File: config.mk
export PLATFORM = sky130hd
export DESIGN_NAME = hsk_serial_relay
export DESIGN_NICKNAME = d
export VERILOG_FILES = /design/src/turf_serial_pkg.sv /design/src/hsk_serial_relay.sv /design/src/uart_tx_16x.sv /design/src/byte_fifo.sv /design/src/uart_rx_16x.sv /design/src/baud_tick_gen.sv
export VERILOG_INCLUDE_DIRS = /design/src /design/src/src
export SDC_FILE = /design/constraint.sdc
export NUM_CORES = 1
export LEC_CHECK = 0
export BUFFER_PORTS_ARGS = -buffer_cell sky130_fd_sc_hd__buf_2
export CORE_ASPECT_RATIO = 0.9
export CORE_MARGIN = 5
export CORE_UTILIZATION = 60
export DETAILED_ROUTE_END_ITERATION = 10
export MAX_ROUTING_LAYER = met4
export PLACE_DENSITY_LB_ADDON = 0.1
export SYNTH_ARGS = -nofsm -noshare
export SYNTH_HDL_FRONTEND = slang
export SYNTH_SLANG_ARGS = --single-unit
File: constraint.sdc
create_clock -name ps_clk -period 2.58 [get_ports ps_clk]
set_input_delay 0.774 -clock ps_clk [delete_from_list [all_inputs] [get_ports ps_clk]]
set_output_delay 0.774 -clock ps_clk [all_outputs]
set_load 0.01 [all_outputs]
File: src/turf_serial_params.svh
`ifndef TURF_SERIAL_PARAMS_SVH
`define TURF_SERIAL_PARAMS_SVH

////////////////////////////////////////////////////////////
// Baud timing
////////////////////////////////////////////////////////////

// Fraction width of the phase accumulator
`define TURF_BAUD_ACC_W 10
// 82 in 1024 gives a 16x tick every 12.49 clocks
`define TURF_BAUD_ADD 10'd82

////////////////////////////////////////////////////////////
// Buffer and sampling
////////////////////////////////////////////////////////////

// Byte FIFO entries and address bits
`define TURF_FIFO_DEPTH 16
`define TURF_FIFO_AW 4

// Ticks per bit
`define TURF_OVERSAMPLE 16
// Tick within a bit where the line is sampled
`define TURF_MID_SAMPLE 8

`endif
File: src/turf_serial_pkg.sv
package turf_serial_pkg;

    ////////////////////////////////////////////////////////////
    // Serial relay types
    ////////////////////////////////////////////////////////////

    // One byte on the wire
    typedef logic [7:0] byte_t;

    // Receiver FSM
    // Falling edge moves IDLE to START, mid-start check moves on to DATA
    typedef enum logic [1:0] {
        RX_IDLE,
        RX_START,
        RX_DATA,
        RX_STOP
    } rx_state_e;

    // Transmitter FSM
    // One state per part of the frame
    typedef enum logic [1:0] {
        TX_IDLE,
        TX_START,
        TX_DATA,
        TX_STOP
    } tx_state_e;

endpackage

File: src/hsk_serial_relay.sv
`timescale 1ns/1ps
`include "turf_serial_params.svh"

module hsk_serial_relay (
    input  logic ps_clk,
    input  logic rst_n_i,
    input  logic serial_rx_i,
    output logic serial_tx_o,
    input  logic tx_hold_i,
    input  logic status_clr_i,
    output logic overflow_o,
    output logic frame_err_o
);

    ////////////////////////////////////////////////////////////
    // Internal nets
    ////////////////////////////////////////////////////////////

    // Shared 16x tick so both sides run at one rate
    logic                   tick_16x;
    // Receiver to FIFO
    turf_serial_pkg::byte_t rx_byte;
    logic                   rx_strobe;
    logic                   rx_frame_err;
    // FIFO to transmitter
    turf_serial_pkg::byte_t rd_data;
    logic                   fifo_empty;
    logic                   rd_pop;

    baud_tick_gen baud_tick_gen_inst (
        .ps_clk  (ps_clk),
        .rst_n_i (rst_n_i),
        .tick_o  (tick_16x)
    );

    uart_rx_16x uart_rx_16x_inst (
        .ps_clk      (ps_clk),
        .rst_n_i     (rst_n_i),
        .tick_i      (tick_16x),
        .serial_rx_i (serial_rx_i),
        .byte_o      (rx_byte),
        .strobe_o    (rx_strobe),
        .frame_err_o (rx_frame_err)
    );

    // Status clear also drops the FIFO's overflow flag
    byte_fifo byte_fifo_inst (
        .ps_clk     (ps_clk),
        .rst_n_i    (rst_n_i),
        .wr_i       (rx_strobe),
        .wr_data_i  (rx_byte),
        .rd_i       (rd_pop),
        .rd_data_o  (rd_data),
        .empty_o    (fifo_empty),
        .clr_i      (status_clr_i),
        .overflow_o (overflow_o)
    );

    uart_tx_16x uart_tx_16x_inst (
        .ps_clk      (ps_clk),
        .rst_n_i     (rst_n_i),
        .tick_i      (tick_16x),
        .hold_i      (tx_hold_i),
        .data_i      (rd_data),
        .empty_i     (fifo_empty),
        .pop_o       (rd_pop),
        .serial_tx_o (serial_tx_o)
    );

    ////////////////////////////////////////////////////////////
    // Sticky framing error
    ////////////////////////////////////////////////////////////

    // Error pulse in the clear cycle wins
    always_ff @(posedge ps_clk) begin
        if (!rst_n_i) begin
            frame_err_o <= 1'b0;
        end else if (rx_frame_err) begin
            frame_err_o <= 1'b1;
        end else if (status_clr_i) begin
            frame_err_o <= 1'b0;
        end
    end

endmodule

File: src/uart_tx_16x.sv
`timescale 1ns/1ps
`include "turf_serial_params.svh"

module uart_tx_16x (
    input  logic                   ps_clk,
    input  logic                   rst_n_i,
    input  logic                   tick_i,
    input  logic                   hold_i,
    input  turf_serial_pkg::byte_t data_i,
    input  logic                   empty_i,
    output logic                   pop_o,
    output logic                   serial_tx_o
);

    localparam int TW = $clog2(`TURF_OVERSAMPLE);

    // Last tick of a full bit
    localparam logic [TW-1:0] BIT_LAST = TW'(`TURF_OVERSAMPLE - 1);

    ////////////////////////////////////////////////////////////
    // Transmit FSM
    ////////////////////////////////////////////////////////////

    turf_serial_pkg::tx_state_e state_q;
    logic [TW-1:0]              tick_cnt;
    logic [2:0]                 bit_cnt;
    turf_serial_pkg::byte_t     shift_q;
    logic                       start_frame;
    logic                       bit_done;

    // Hold only blocks new frames
    assign start_frame = (state_q == turf_serial_pkg::TX_IDLE) && tick_i &&
                         !empty_i && !hold_i;
    // Head byte leaves the FIFO as the frame starts
    assign pop_o = start_frame;

    assign bit_done = tick_i && (tick_cnt == BIT_LAST);

    always_ff @(posedge ps_clk) begin
        if (!rst_n_i) begin
            state_q     <= turf_serial_pkg::TX_IDLE;
            tick_cnt    <= '0;
            bit_cnt     <= '0;
            serial_tx_o <= 1'b1;
        end else begin
            case (state_q)
                turf_serial_pkg::TX_IDLE: begin
                    if (start_frame) begin
                        // Start bit goes out now
                        serial_tx_o <= 1'b0;
                        tick_cnt    <= '0;
                        state_q     <= turf_serial_pkg::TX_START;
                    end
                end
                turf_serial_pkg::TX_START: begin
                    if (bit_done) begin
                        serial_tx_o <= shift_q[0];
                        tick_cnt    <= '0;
                        bit_cnt     <= '0;
                        state_q     <= turf_serial_pkg::TX_DATA;
                    end else if (tick_i) begin
                        tick_cnt <= tick_cnt + 1'b1;
                    end
                end
                turf_serial_pkg::TX_DATA: begin
                    if (bit_done) begin
                        tick_cnt <= '0;
                        bit_cnt  <= bit_cnt + 3'd1;
                        if (bit_cnt == 3'd7) begin
                            // Stop bit
                            serial_tx_o <= 1'b1;
                            state_q     <= turf_serial_pkg::TX_STOP;
                        end else begin
                            serial_tx_o <= shift_q[0];
                        end
                    end else if (tick_i) begin
                        tick_cnt <= tick_cnt + 1'b1;
                    end
                end
                turf_serial_pkg::TX_STOP: begin
                    if (bit_done) begin
                        tick_cnt <= '0;
                        state_q  <= turf_serial_pkg::TX_IDLE;
                    end else if (tick_i) begin
                        tick_cnt <= tick_cnt + 1'b1;
                    end
                end
                default: begin
                    serial_tx_o <= 1'b1;
                    state_q     <= turf_serial_pkg::TX_IDLE;
                end
            endcase
        end
    end

    // Byte latched at frame start
    // Shifted right at each bit edge so bit 0 is always the next one out
    always_ff @(posedge ps_clk) begin
        if (start_frame) begin
            shift_q <= data_i;
        end else if (bit_done && ((state_q == turf_serial_pkg::TX_START) ||
                                  (state_q == turf_serial_pkg::TX_DATA))) begin
            shift_q <= {1'b1, shift_q[7:1]};
        end
    end

    // Idle line is always marking
    a_tx_idle_high: assert property (@(posedge ps_clk) disable iff (!rst_n_i)
        (state_q == turf_serial_pkg::TX_IDLE) |-> serial_tx_o);

endmodule

File: src/byte_fifo.sv
`timescale 1ns/1ps
`include "turf_serial_params.svh"

module byte_fifo (
    input  logic                   ps_clk,
    input  logic                   rst_n_i,
    input  logic                   wr_i,
    input  turf_serial_pkg::byte_t wr_data_i,
    input  logic                   rd_i,
    output turf_serial_pkg::byte_t rd_data_o,
    output logic                   empty_o,
    input  logic                   clr_i,
    output logic                   overflow_o
);

    localparam int AW = `TURF_FIFO_AW;

    ////////////////////////////////////////////////////////////
    // Storage and pointers
    ////////////////////////////////////////////////////////////

    turf_serial_pkg::byte_t mem [`TURF_FIFO_DEPTH];

    // Extra top bit tells full from empty
    logic [AW:0] wr_ptr;
    logic [AW:0] rd_ptr;
    logic        full;
    logic        wr_ok;

    assign empty_o = (wr_ptr == rd_ptr);
    assign full    = (wr_ptr[AW] != rd_ptr[AW]) &&
                     (wr_ptr[AW-1:0] == rd_ptr[AW-1:0]);

    // Writes into a full buffer are lost
    assign wr_ok = wr_i && !full;

    always_ff @(posedge ps_clk) begin
        if (!rst_n_i) begin
            wr_ptr <= '0;
            rd_ptr <= '0;
        end else begin
            if (wr_ok) begin
                wr_ptr <= wr_ptr + 1'b1;
            end
            // Transmitter only pops while not empty
            if (rd_i) begin
                rd_ptr <= rd_ptr + 1'b1;
            end
        end
    end

    always_ff @(posedge ps_clk) begin
        if (wr_ok) begin
            mem[wr_ptr[AW-1:0]] <= wr_data_i;
        end
    end

    // Head entry, valid while not empty
    assign rd_data_o = mem[rd_ptr[AW-1:0]];

    ////////////////////////////////////////////////////////////
    // Sticky overflow
    ////////////////////////////////////////////////////////////

    // A new drop in the clear cycle still shows
    always_ff @(posedge ps_clk) begin
        if (!rst_n_i) begin
            overflow_o <= 1'b0;
        end else if (wr_i && full) begin
            overflow_o <= 1'b1;
        end else if (clr_i) begin
            overflow_o <= 1'b0;
        end
    end

    // No pop from an empty buffer
    a_fifo_no_underflow: assert property (@(posedge ps_clk) disable iff (!rst_n_i)
        !(rd_i && empty_o));

endmodule

File: src/uart_rx_16x.sv
`timescale 1ns/1ps
`include "turf_serial_params.svh"

module uart_rx_16x (
    input  logic                   ps_clk,
    input  logic                   rst_n_i,
    input  logic                   tick_i,
    input  logic                   serial_rx_i,
    output turf_serial_pkg::byte_t byte_o,
    output logic                   strobe_o,
    output logic                   frame_err_o
);

    localparam int TW = $clog2(`TURF_OVERSAMPLE);

    // Last tick of the half bit after the start edge
    localparam logic [TW-1:0] MID_LAST = TW'(`TURF_MID_SAMPLE - 1);
    // Last tick of a full bit
    localparam logic [TW-1:0] BIT_LAST = TW'(`TURF_OVERSAMPLE - 1);

    ////////////////////////////////////////////////////////////
    // Input synchronizer and edge detect
    ////////////////////////////////////////////////////////////

    logic rx_meta;
    logic rx_sync;
    logic rx_prev;
    logic start_edge;

    // Idle line is high, so reset to 1 to avoid a false start
    always_ff @(posedge ps_clk) begin
        if (!rst_n_i) begin
            rx_meta <= 1'b1;
            rx_sync <= 1'b1;
            rx_prev <= 1'b1;
        end else begin
            rx_meta <= serial_rx_i;
            rx_sync <= rx_meta;
            rx_prev <= rx_sync;
        end
    end

    assign start_edge = rx_prev & ~rx_sync;

    ////////////////////////////////////////////////////////////
    // Receive FSM
    ////////////////////////////////////////////////////////////

    turf_serial_pkg::rx_state_e state_q;
    logic [TW-1:0]              tick_cnt;
    logic [2:0]                 bit_cnt;
    turf_serial_pkg::byte_t     shift_q;
    logic                       bit_done;

    // Sample point of a data or stop bit
    assign bit_done = tick_i && (tick_cnt == BIT_LAST);

    always_ff @(posedge ps_clk) begin
        if (!rst_n_i) begin
            state_q     <= turf_serial_pkg::RX_IDLE;
            tick_cnt    <= '0;
            bit_cnt     <= '0;
            strobe_o    <= 1'b0;
            frame_err_o <= 1'b0;
        end else begin
            // Both outputs are single-cycle pulses
            strobe_o    <= 1'b0;
            frame_err_o <= 1'b0;
            case (state_q)
                turf_serial_pkg::RX_IDLE: begin
                    if (start_edge) begin
                        state_q  <= turf_serial_pkg::RX_START;
                        tick_cnt <= '0;
                    end
                end
                turf_serial_pkg::RX_START: begin
                    if (tick_i) begin
                        if (tick_cnt == MID_LAST) begin
                            tick_cnt <= '0;
                            bit_cnt  <= '0;
                            // High at mid start means a glitch
                            state_q  <= rx_sync ? turf_serial_pkg::RX_IDLE
                                                : turf_serial_pkg::RX_DATA;
                        end else begin
                            tick_cnt <= tick_cnt + 1'b1;
                        end
                    end
                end
                turf_serial_pkg::RX_DATA: begin
                    if (bit_done) begin
                        tick_cnt <= '0;
                        bit_cnt  <= bit_cnt + 3'd1;
                        if (bit_cnt == 3'd7) begin
                            state_q <= turf_serial_pkg::RX_STOP;
                        end
                    end else if (tick_i) begin
                        tick_cnt <= tick_cnt + 1'b1;
                    end
                end
                turf_serial_pkg::RX_STOP: begin
                    if (bit_done) begin
                        tick_cnt    <= '0;
                        // Good stop bit writes the byte, a low one flags it
                        strobe_o    <= rx_sync;
                        frame_err_o <= ~rx_sync;
                        state_q     <= turf_serial_pkg::RX_IDLE;
                    end else if (tick_i) begin
                        tick_cnt <= tick_cnt + 1'b1;
                    end
                end
                default: begin
                    state_q <= turf_serial_pkg::RX_IDLE;
                end
            endcase
        end
    end

    // Data shifts in LSB first
    // Byte is complete well before the stop-bit sample
    always_ff @(posedge ps_clk) begin
        if ((state_q == turf_serial_pkg::RX_DATA) && bit_done) begin
            shift_q <= {rx_sync, shift_q[7:1]};
        end
    end

    assign byte_o = shift_q;

    // A frame ends in a byte or an error, never both
    a_rx_one_result: assert property (@(posedge ps_clk) disable iff (!rst_n_i)
        !(strobe_o && frame_err_o));

endmodule

File: src/baud_tick_gen.sv
`timescale 1ns/1ps
`include "turf_serial_params.svh"

module baud_tick_gen (
    input  logic ps_clk,
    input  logic rst_n_i,
    output logic tick_o
);

    ////////////////////////////////////////////////////////////
    // Fractional phase accumulator
    ////////////////////////////////////////////////////////////

    localparam int ACC_W = `TURF_BAUD_ACC_W;

    // Increment, zero-extended to make room for the carry
    localparam logic [ACC_W:0] BAUD_ADD = {1'b0, `TURF_BAUD_ADD};

    // Top bit holds the carry of the last add
    logic [ACC_W:0] acc_q;

    // Drop the old carry and add again every clock
    always_ff @(posedge ps_clk) begin
        if (!rst_n_i) begin
            acc_q <= '0;
        end else begin
            acc_q <= {1'b0, acc_q[ACC_W-1:0]} + BAUD_ADD;
        end
    end

    // Carry is registered already
    // Increment is far below 2**ACC_W so it lasts one clock only
    assign tick_o = acc_q[ACC_W];

endmodule

After elaboration in Yosys (flattened, before gate mapping)
Memories as Yosys holds them, arrays and structs flattened. A register that Yosys moved wholly into a read port is not among the register bits.
Index checks and enable logic that the tools add are counted.
{"block": "classes", "n_addsub": 7, "n_eq_ne": 27, "n_mux": 45, "bitwise": 2, "n_reduce_logical": 32}
{"op": "two-way mux 4 bit", "n": 10}
{"op": "two-way mux 2 bit", "n": 12}
{"op": "inequality test 2 x 1 -> 1 bit (second input constant)", "n": 9}
{"op": "two-way mux 8 bit", "n": 2}
{"op": "one-hot mux 2 bit (4 select lines)", "n": 2}
{"op": "two-way mux 3 bit", "n": 5}
{"op": "one-hot mux 3 bit (2 select lines)", "n": 2}
{"op": "one-hot mux 4 bit (3 select lines)", "n": 1}
{"op": "adder 10 x 7 -> 11 bit (second input constant)", "n": 1}
{"op": "adder 5 x 1 -> 5 bit (second input constant)", "n": 2}
{"op": "logical AND 1 bit", "n": 10}
{"op": "nonzero test 2 bit", "n": 5}
{"op": "two-way mux 1 bit", "n": 9}
{"op": "AND reduction 3 bit", "n": 3}
{"op": "adder 4 x 1 -> 4 bit (second input constant)", "n": 2}
{"op": "equality test 2 bit (second input constant)", "n": 4}
{"op": "equality test 4 bit (second input constant)", "n": 2}
{"op": "one-hot mux 4 bit (2 select lines)", "n": 1}
{"op": "AND reduction 4 bit", "n": 2}
{"op": "adder 3 x 1 -> 3 bit (second input constant)", "n": 2}
{"op": "equality test 3 bit (second input constant)", "n": 2}
{"op": "inequality test 3 x 1 -> 1 bit (second input constant)", "n": 2}
{"op": "AND reduction 6 bit", "n": 1}
{"op": "equality test 5 bit", "n": 1}
{"op": "other kinds (16)", "n": 21}
{"block": "totals", "reg_bits": 63, "ramBits": 128, "input_bits": 5, "out_inout_bits": 3, "wordCells": 133, "memories": 1}
{"name": "byte_fifo_inst.mem", "words": 16, "width": 8, "rd": 1, "rd_ports_with_merged_regs": 1, "write_ports": 1, "line_no": "byte_fifo.sv:22", "source": "turf_serial_pkg::byte_t mem [`TURF_FIFO_DEPTH];"}

Longest topological paths before layout
{"block": "depth", "word_depth": 6, "depth_mapped": 8, "depth_no_buf": 7}

Modules after synthesis
From an unflattened synthesis, not the netlist that was laid out.
{"block": "unflattened", "cells_unflattened": 487, "area_unflattened_um2": 8180.3}
{"module": "byte_fifo", "instances": 1, "cells_each": 271, "area_per_inst_um2": 5765.5, "seq_area_each_um2": 4144.0}
{"module": "uart_tx_16x", "instances": 1, "cells_each": 91, "area_per_inst_um2": 1021.0, "seq_area_each_um2": 440.4}
{"module": "uart_rx_16x", "instances": 1, "cells_each": 78, "area_per_inst_um2": 935.9, "seq_area_each_um2": 520.5}
{"module": "baud_tick_gen", "instances": 1, "cells_each": 44, "area_per_inst_um2": 416.6, "seq_area_each_um2": 200.2}
{"module": "hsk_serial_relay", "instances": 1, "cells_each": 3, "area_per_inst_um2": 41.3, "seq_area_each_um2": 20.0}

Least setup slack after synthesis
OpenSTA, ideal clock, no wires.
{"block": "synth_path", "path_type": "register to register", "startpoint": "reg byte_fifo_inst.wr_ptr[3]", "endpoint": "mem byte_fifo_inst.mem[0][0] (netlist bit), enable pin", "setup_time_ps": 383, "arrival_time_ps": 1843, "required_ps": 2197, "setup_slack_ps": 354, "stages_incl_launch_ff": 8, "n_path_buf": 2, "period_less_slack_ps": 2226, "cell_sequence": "dfxtp_1 buf_6 xnor2_1 and4_1 buf_4 a21oi_2 nand2_1 nor3_1"}
{"block": "synth_between", "elab_chain_cells": 6}
{"element": "start: declaration", "line_no": "byte_fifo.sv:25", "source": "logic [AW:0] wr_ptr;"}
{"element": "start signal: assignment", "line_no": "byte_fifo.sv:43", "source": "wr_ptr <= wr_ptr + 1'b1;"}
{"element": "equality test 4 bit", "line_no": "byte_fifo.sv:32", "source": "(wr_ptr[AW-1:0] == rd_ptr[AW-1:0]);"}
{"element": "logical AND 1 bit", "line_no": "byte_fifo.sv:31", "source": "assign full = (wr_ptr[AW] != rd_ptr[AW]) &&"}
{"element": "logical NOT 1 bit", "line_no": "byte_fifo.sv:35", "source": "assign wr_ok = wr_i && !full;"}
{"element": "logical AND 1 bit", "line_no": "byte_fifo.sv:35"}
{"element": "two-way mux 1 bit", "line_no": "byte_fifo.sv:53", "source": "if (wr_ok) begin"}
{"element": "two-way mux 1 bit (implied by the code)", "line_no": "byte_fifo.sv:54", "source": "mem[wr_ptr[AW-1:0]] <= wr_data_i;"}
{"element": "end: declaration", "line_no": "byte_fifo.sv:22"}
Several ways; a longest one is shown, not always the timed one.

Final worst setup path
Same ends and word-level chain as after synthesis.

==> impl_metrics.json <==
{
  "timing.final.max_slew_violations": 0,
  "cts_num_sinks": 194,
  "unrepaired_setup_endpoints_after_global_routing": "false",
  "final_period_minus_worst_setup_slack_ns": 2.17,
  "htree_num_levels": 4,
  "dieArea_mm2": 0.0157,
  "met2_usage_pct": 30.9,
  "asyncSetResetFlopFracSynth_pct": 0,
  "peakVddDrop_mv": 0.540,
  "ys_types": 60,
  "sw_frac_of_total_pct": 21.1,
  "synth_enable_flop_cells": 144,
  "layout.nets": 596,
  "whs_path_depth": 1,
  "grt-ovfl-total": 0,
  "grtUsageMet3_pct": 5.74,
  "crit_type": "flop to flop",
  "critical_path.max_fanout": 10,
  "power-per-cell-area_mw_per_mm2": 669,
  "boundaryPins": 8,
  "placeableCoreArea_mm2": 0.0132,
  "num_rows": 40,
  "synth-warning-count": 0,
  "dr_drc_count": 0,
  "drtIter0Drc": 541,
  "area.sequential_mm2": 0.00533,
  "fillCellCount": 906,
  "synth-seq-cells": 194,
  "setup_total_negative_slack_ns": 0,
  "initial_utilization_pct": 60.5,
  "comb_power_share_pct": 1.1,
  "grt_util_all_layers_pct": 21.7,
  "cp_data_required_time_ns": 2.72,
  "post_cts_resize_count": 0,
  "synth.yosys.seq_area_share_pct": 66.6,
  "p_int_mw": 4.71,
  "synth_top_flop_cell": "edfxtp_1",
  "antennaDiodeCount": 0,
  "cts_root_buf": "clkbuf_16",
  "cts_tree": "built",
  "cts_made_buffers": 17,
  "post-dp-hpwl_mm": 10.5,
  "grt-busiest-layer": "met1",
  "multi_input_area_mm2": 0.00251,
  "status": "completed",
  "synthesis.area_mm2": 0.00800,
  "routed_via_density": 6.00,
  "largest_net_degree_at_the_start_of_global_routing": 31,
  "drt.antenna.violating_nets": 0,
  "power.share.clock_pct": 42.9,
  "number_of_global_route_vias_before_repair": 4430,
  "postSynthCellCount": 546,
  "global_routing_met1_resource_utilization_pct": 31.5,
  "net-switching-power_mw": 1.26,
  "syn_nets": 568,
  "detailed_route_wire_length_per_cell_um": 20.8,
  "tightest_slew_ns": 0.848,
  "rr_worst_depth": 6,
  "synthToLayoutAreaGrowth_pct": 11.5,
  "clk_latency_ns": 0.43,
  "fp.dieW_um": 132,
  "final_cell_area_mm2": 0.00892,
  "min_period_over_period_pct": 84.0,
  "timing.fmax_ghz": 0.461,
  "die_height_um": 120,
  "crit_arrival_ns": 2.30,
  "detailedRoute.firstPassIterationCount": 5,
  "clock_skew_ns": 0.00953,
  "hold_vio_cnt_final": 0,
  "finalWeightedCongestion": 0.834,
  "max-slew-margin-rel_pct": 43.3,
  "maxCapViolations": 0,
  "cts_hold_repair.buffers": 0,
  "hp-class": "flop to flop",
  "cp-start-kind": "flop",
  "synth_area_per_cell_um2": 14.7,
  "io_buffer_count": 7,
  "postCtsSetupRepairBufs": 0,
  "pwr-share-seq_pct": 55.9,
  "final_setup_violation_count": 0,
  "static-leakage-power_nw": 2.96,
  "wl_mm": 15.7,
  "placed_area_mm2": 0.00835,
  "cts_max_path_buffers": 2,
  "vias": 4533,
  "wire_length_of_the_first_global_routing_pass_mm": 25.1,
  "critPathCaptureType": "flop",
  "antenna_violations_before_repair": 0,
  "clkSlewWorstSetupHoldPaths_ns": 0.07,
  "total_power_mw": 5.97,
  "drive_gt1_share_pct": 17.0
}
[synthesized netlist by cell type (10+ instances only)]
library cell  instances  area share (%)
nor2b_1              10            0.78
a21oi_1              22             1.4
ha_1                 17             2.7
clkbuf_1             10            0.47
dfxtp_1              50              13
o21ai_0              16             1.0
nor2_1               49             2.3
mux2i_1              20             2.5
xnor2_1              10             1.1
buf_2                11            0.69
nand2_1              39             1.8
mux4_2               22             6.2
edfxtp_1            144              54
[layout make-up]
| cell class | instances | area share, % |
|---|---|---|
| clock buffers | 17 | 4.77 |
| clock inverters | 15 | 1.64 |
| multi-input cells | 317 | 28.1 |
| inverters | 9 | 0.379 |
| flip-flops and latches | 194 | 59.7 |
| repair buffers | 35 | 3.03 |
| well taps | 168 | 2.36 |
[metal layers]
metal  share of wire (%)  vias to the layer above
met5                   0                        -
met3                 6.4                       21
li1                    -                     2123
met1                  46                     2248
met2                  46                      141
met4                 1.5                        0
[worst max-delay path, cell delays in order, from the launching register on]
cell,delay [ns]
dfxtp_1,0.53
xnor2_1,0.15
and4_1,0.24
a21oi_2,0.29
nand2_1,0.17
nor3_1,0.24
buf_4,0.25
[worst paths after layout]
check	to	startpoint	slack, ns
hold / removal	uart_rx_16x_inst.rx_sync$_SDFF_PN1_	uart_rx_16x_inst.rx_meta$_SDFF_PN1_	0.41
setup / recovery	byte_fifo_inst.mem[0][0]$_DFFE_PP_	byte_fifo_inst.wr_ptr[3]$_SDFFE_PN0P_	0.41
hold reg to reg	uart_rx_16x_inst.rx_sync$_SDFF_PN1_	uart_rx_16x_inst.rx_meta$_SDFF_PN1_	0.41
setup reg to reg	byte_fifo_inst.mem[0][0]$_DFFE_PP_	byte_fifo_inst.wr_ptr[3]$_SDFFE_PN0P_	0.41
[power groups by stage]
| stage | Sequential [mW] | Clock [mW] | Combinational, mW |
|---|---|---|---|
| 2_1_floorplan | 3.40 | 0 | 0.0531 |
| 3_3_place_gp | 3.40 | 0 | 0.0661 |
| 3_5_place_dp | 3.41 | 0 | 0.0691 |
| 4_1_cts | 3.34 | 2.59 | 0.0697 |
| 5_1_grt | 3.34 | 2.75 | 0.0785 |
| 6_report | 3.34 | 2.56 | 0.0685 |
[flip-flops by register name, indices dropped and copies added (netlist names), named ones only]
name,cells
uart_rx_16x_inst.bit_cnt,3
frame_err_o,1
uart_rx_16x_inst.state_q,1
byte_fifo_inst.mem,128
uart_rx_16x_inst.tick_cnt,4
uart_rx_16x_inst.rx_prev,1
uart_rx_16x_inst.frame_err_o,1
byte_fifo_inst.rd_ptr,5
baud_tick_gen_inst.acc_q,10
uart_rx_16x_inst.strobe_o,1
uart_rx_16x_inst.byte_o,8
uart_tx_16x_inst.state_q,2
uart_rx_16x_inst.rx_sync,1
uart_tx_16x_inst.tick_cnt,4
uart_tx_16x_inst.serial_tx_o,1
uart_tx_16x_inst.shift_q,8
uart_tx_16x_inst.bit_cnt,3
uart_rx_16x_inst.rx_meta,1
byte_fifo_inst.wr_ptr,5
byte_fifo_inst.overflow_o,1
[metrics by stage]
step                      utilization [%]  setup slack (ns)  hold slack [ns]  instances
after floorplan                         -             0.354            0.386        546
after global placement               63.2             0.478            0.397        723
after detailed placement             63.2             0.417            0.404        723
after CTS                            67.5             0.405            0.422        755
after global routing                 67.5             0.240            0.432        755
final                                67.5             0.412            0.415        755
[kinds of logic (layout without fill, tap and decap cells)]
logic type                 after synthesis  in the layout  share of synthesized area, %
xor gates and xnor gates                17             17                          1.86
AOI/OAI and AO/OA                       81             81                          6.76
muxes                                   50             50                          10.8
buffers and inverters                   35             76                          2.10
adders and majority gates               17             17                          2.66
DFF                                    194            194                          66.6
and+or+nand+nor                        152            152                          9.29
[cells in the final DEF, fill, tap and decap left out, drive strengths merged, types with 17 or more instances in the layout]
cell and n:
mux2i 20, ha 17, nand2 39, dfxtp 50, mux4 27, edfxtp 144, buf 35, a21oi 24
clkbuf 17, nor2 49
Power figures use the tool's default switching activity.
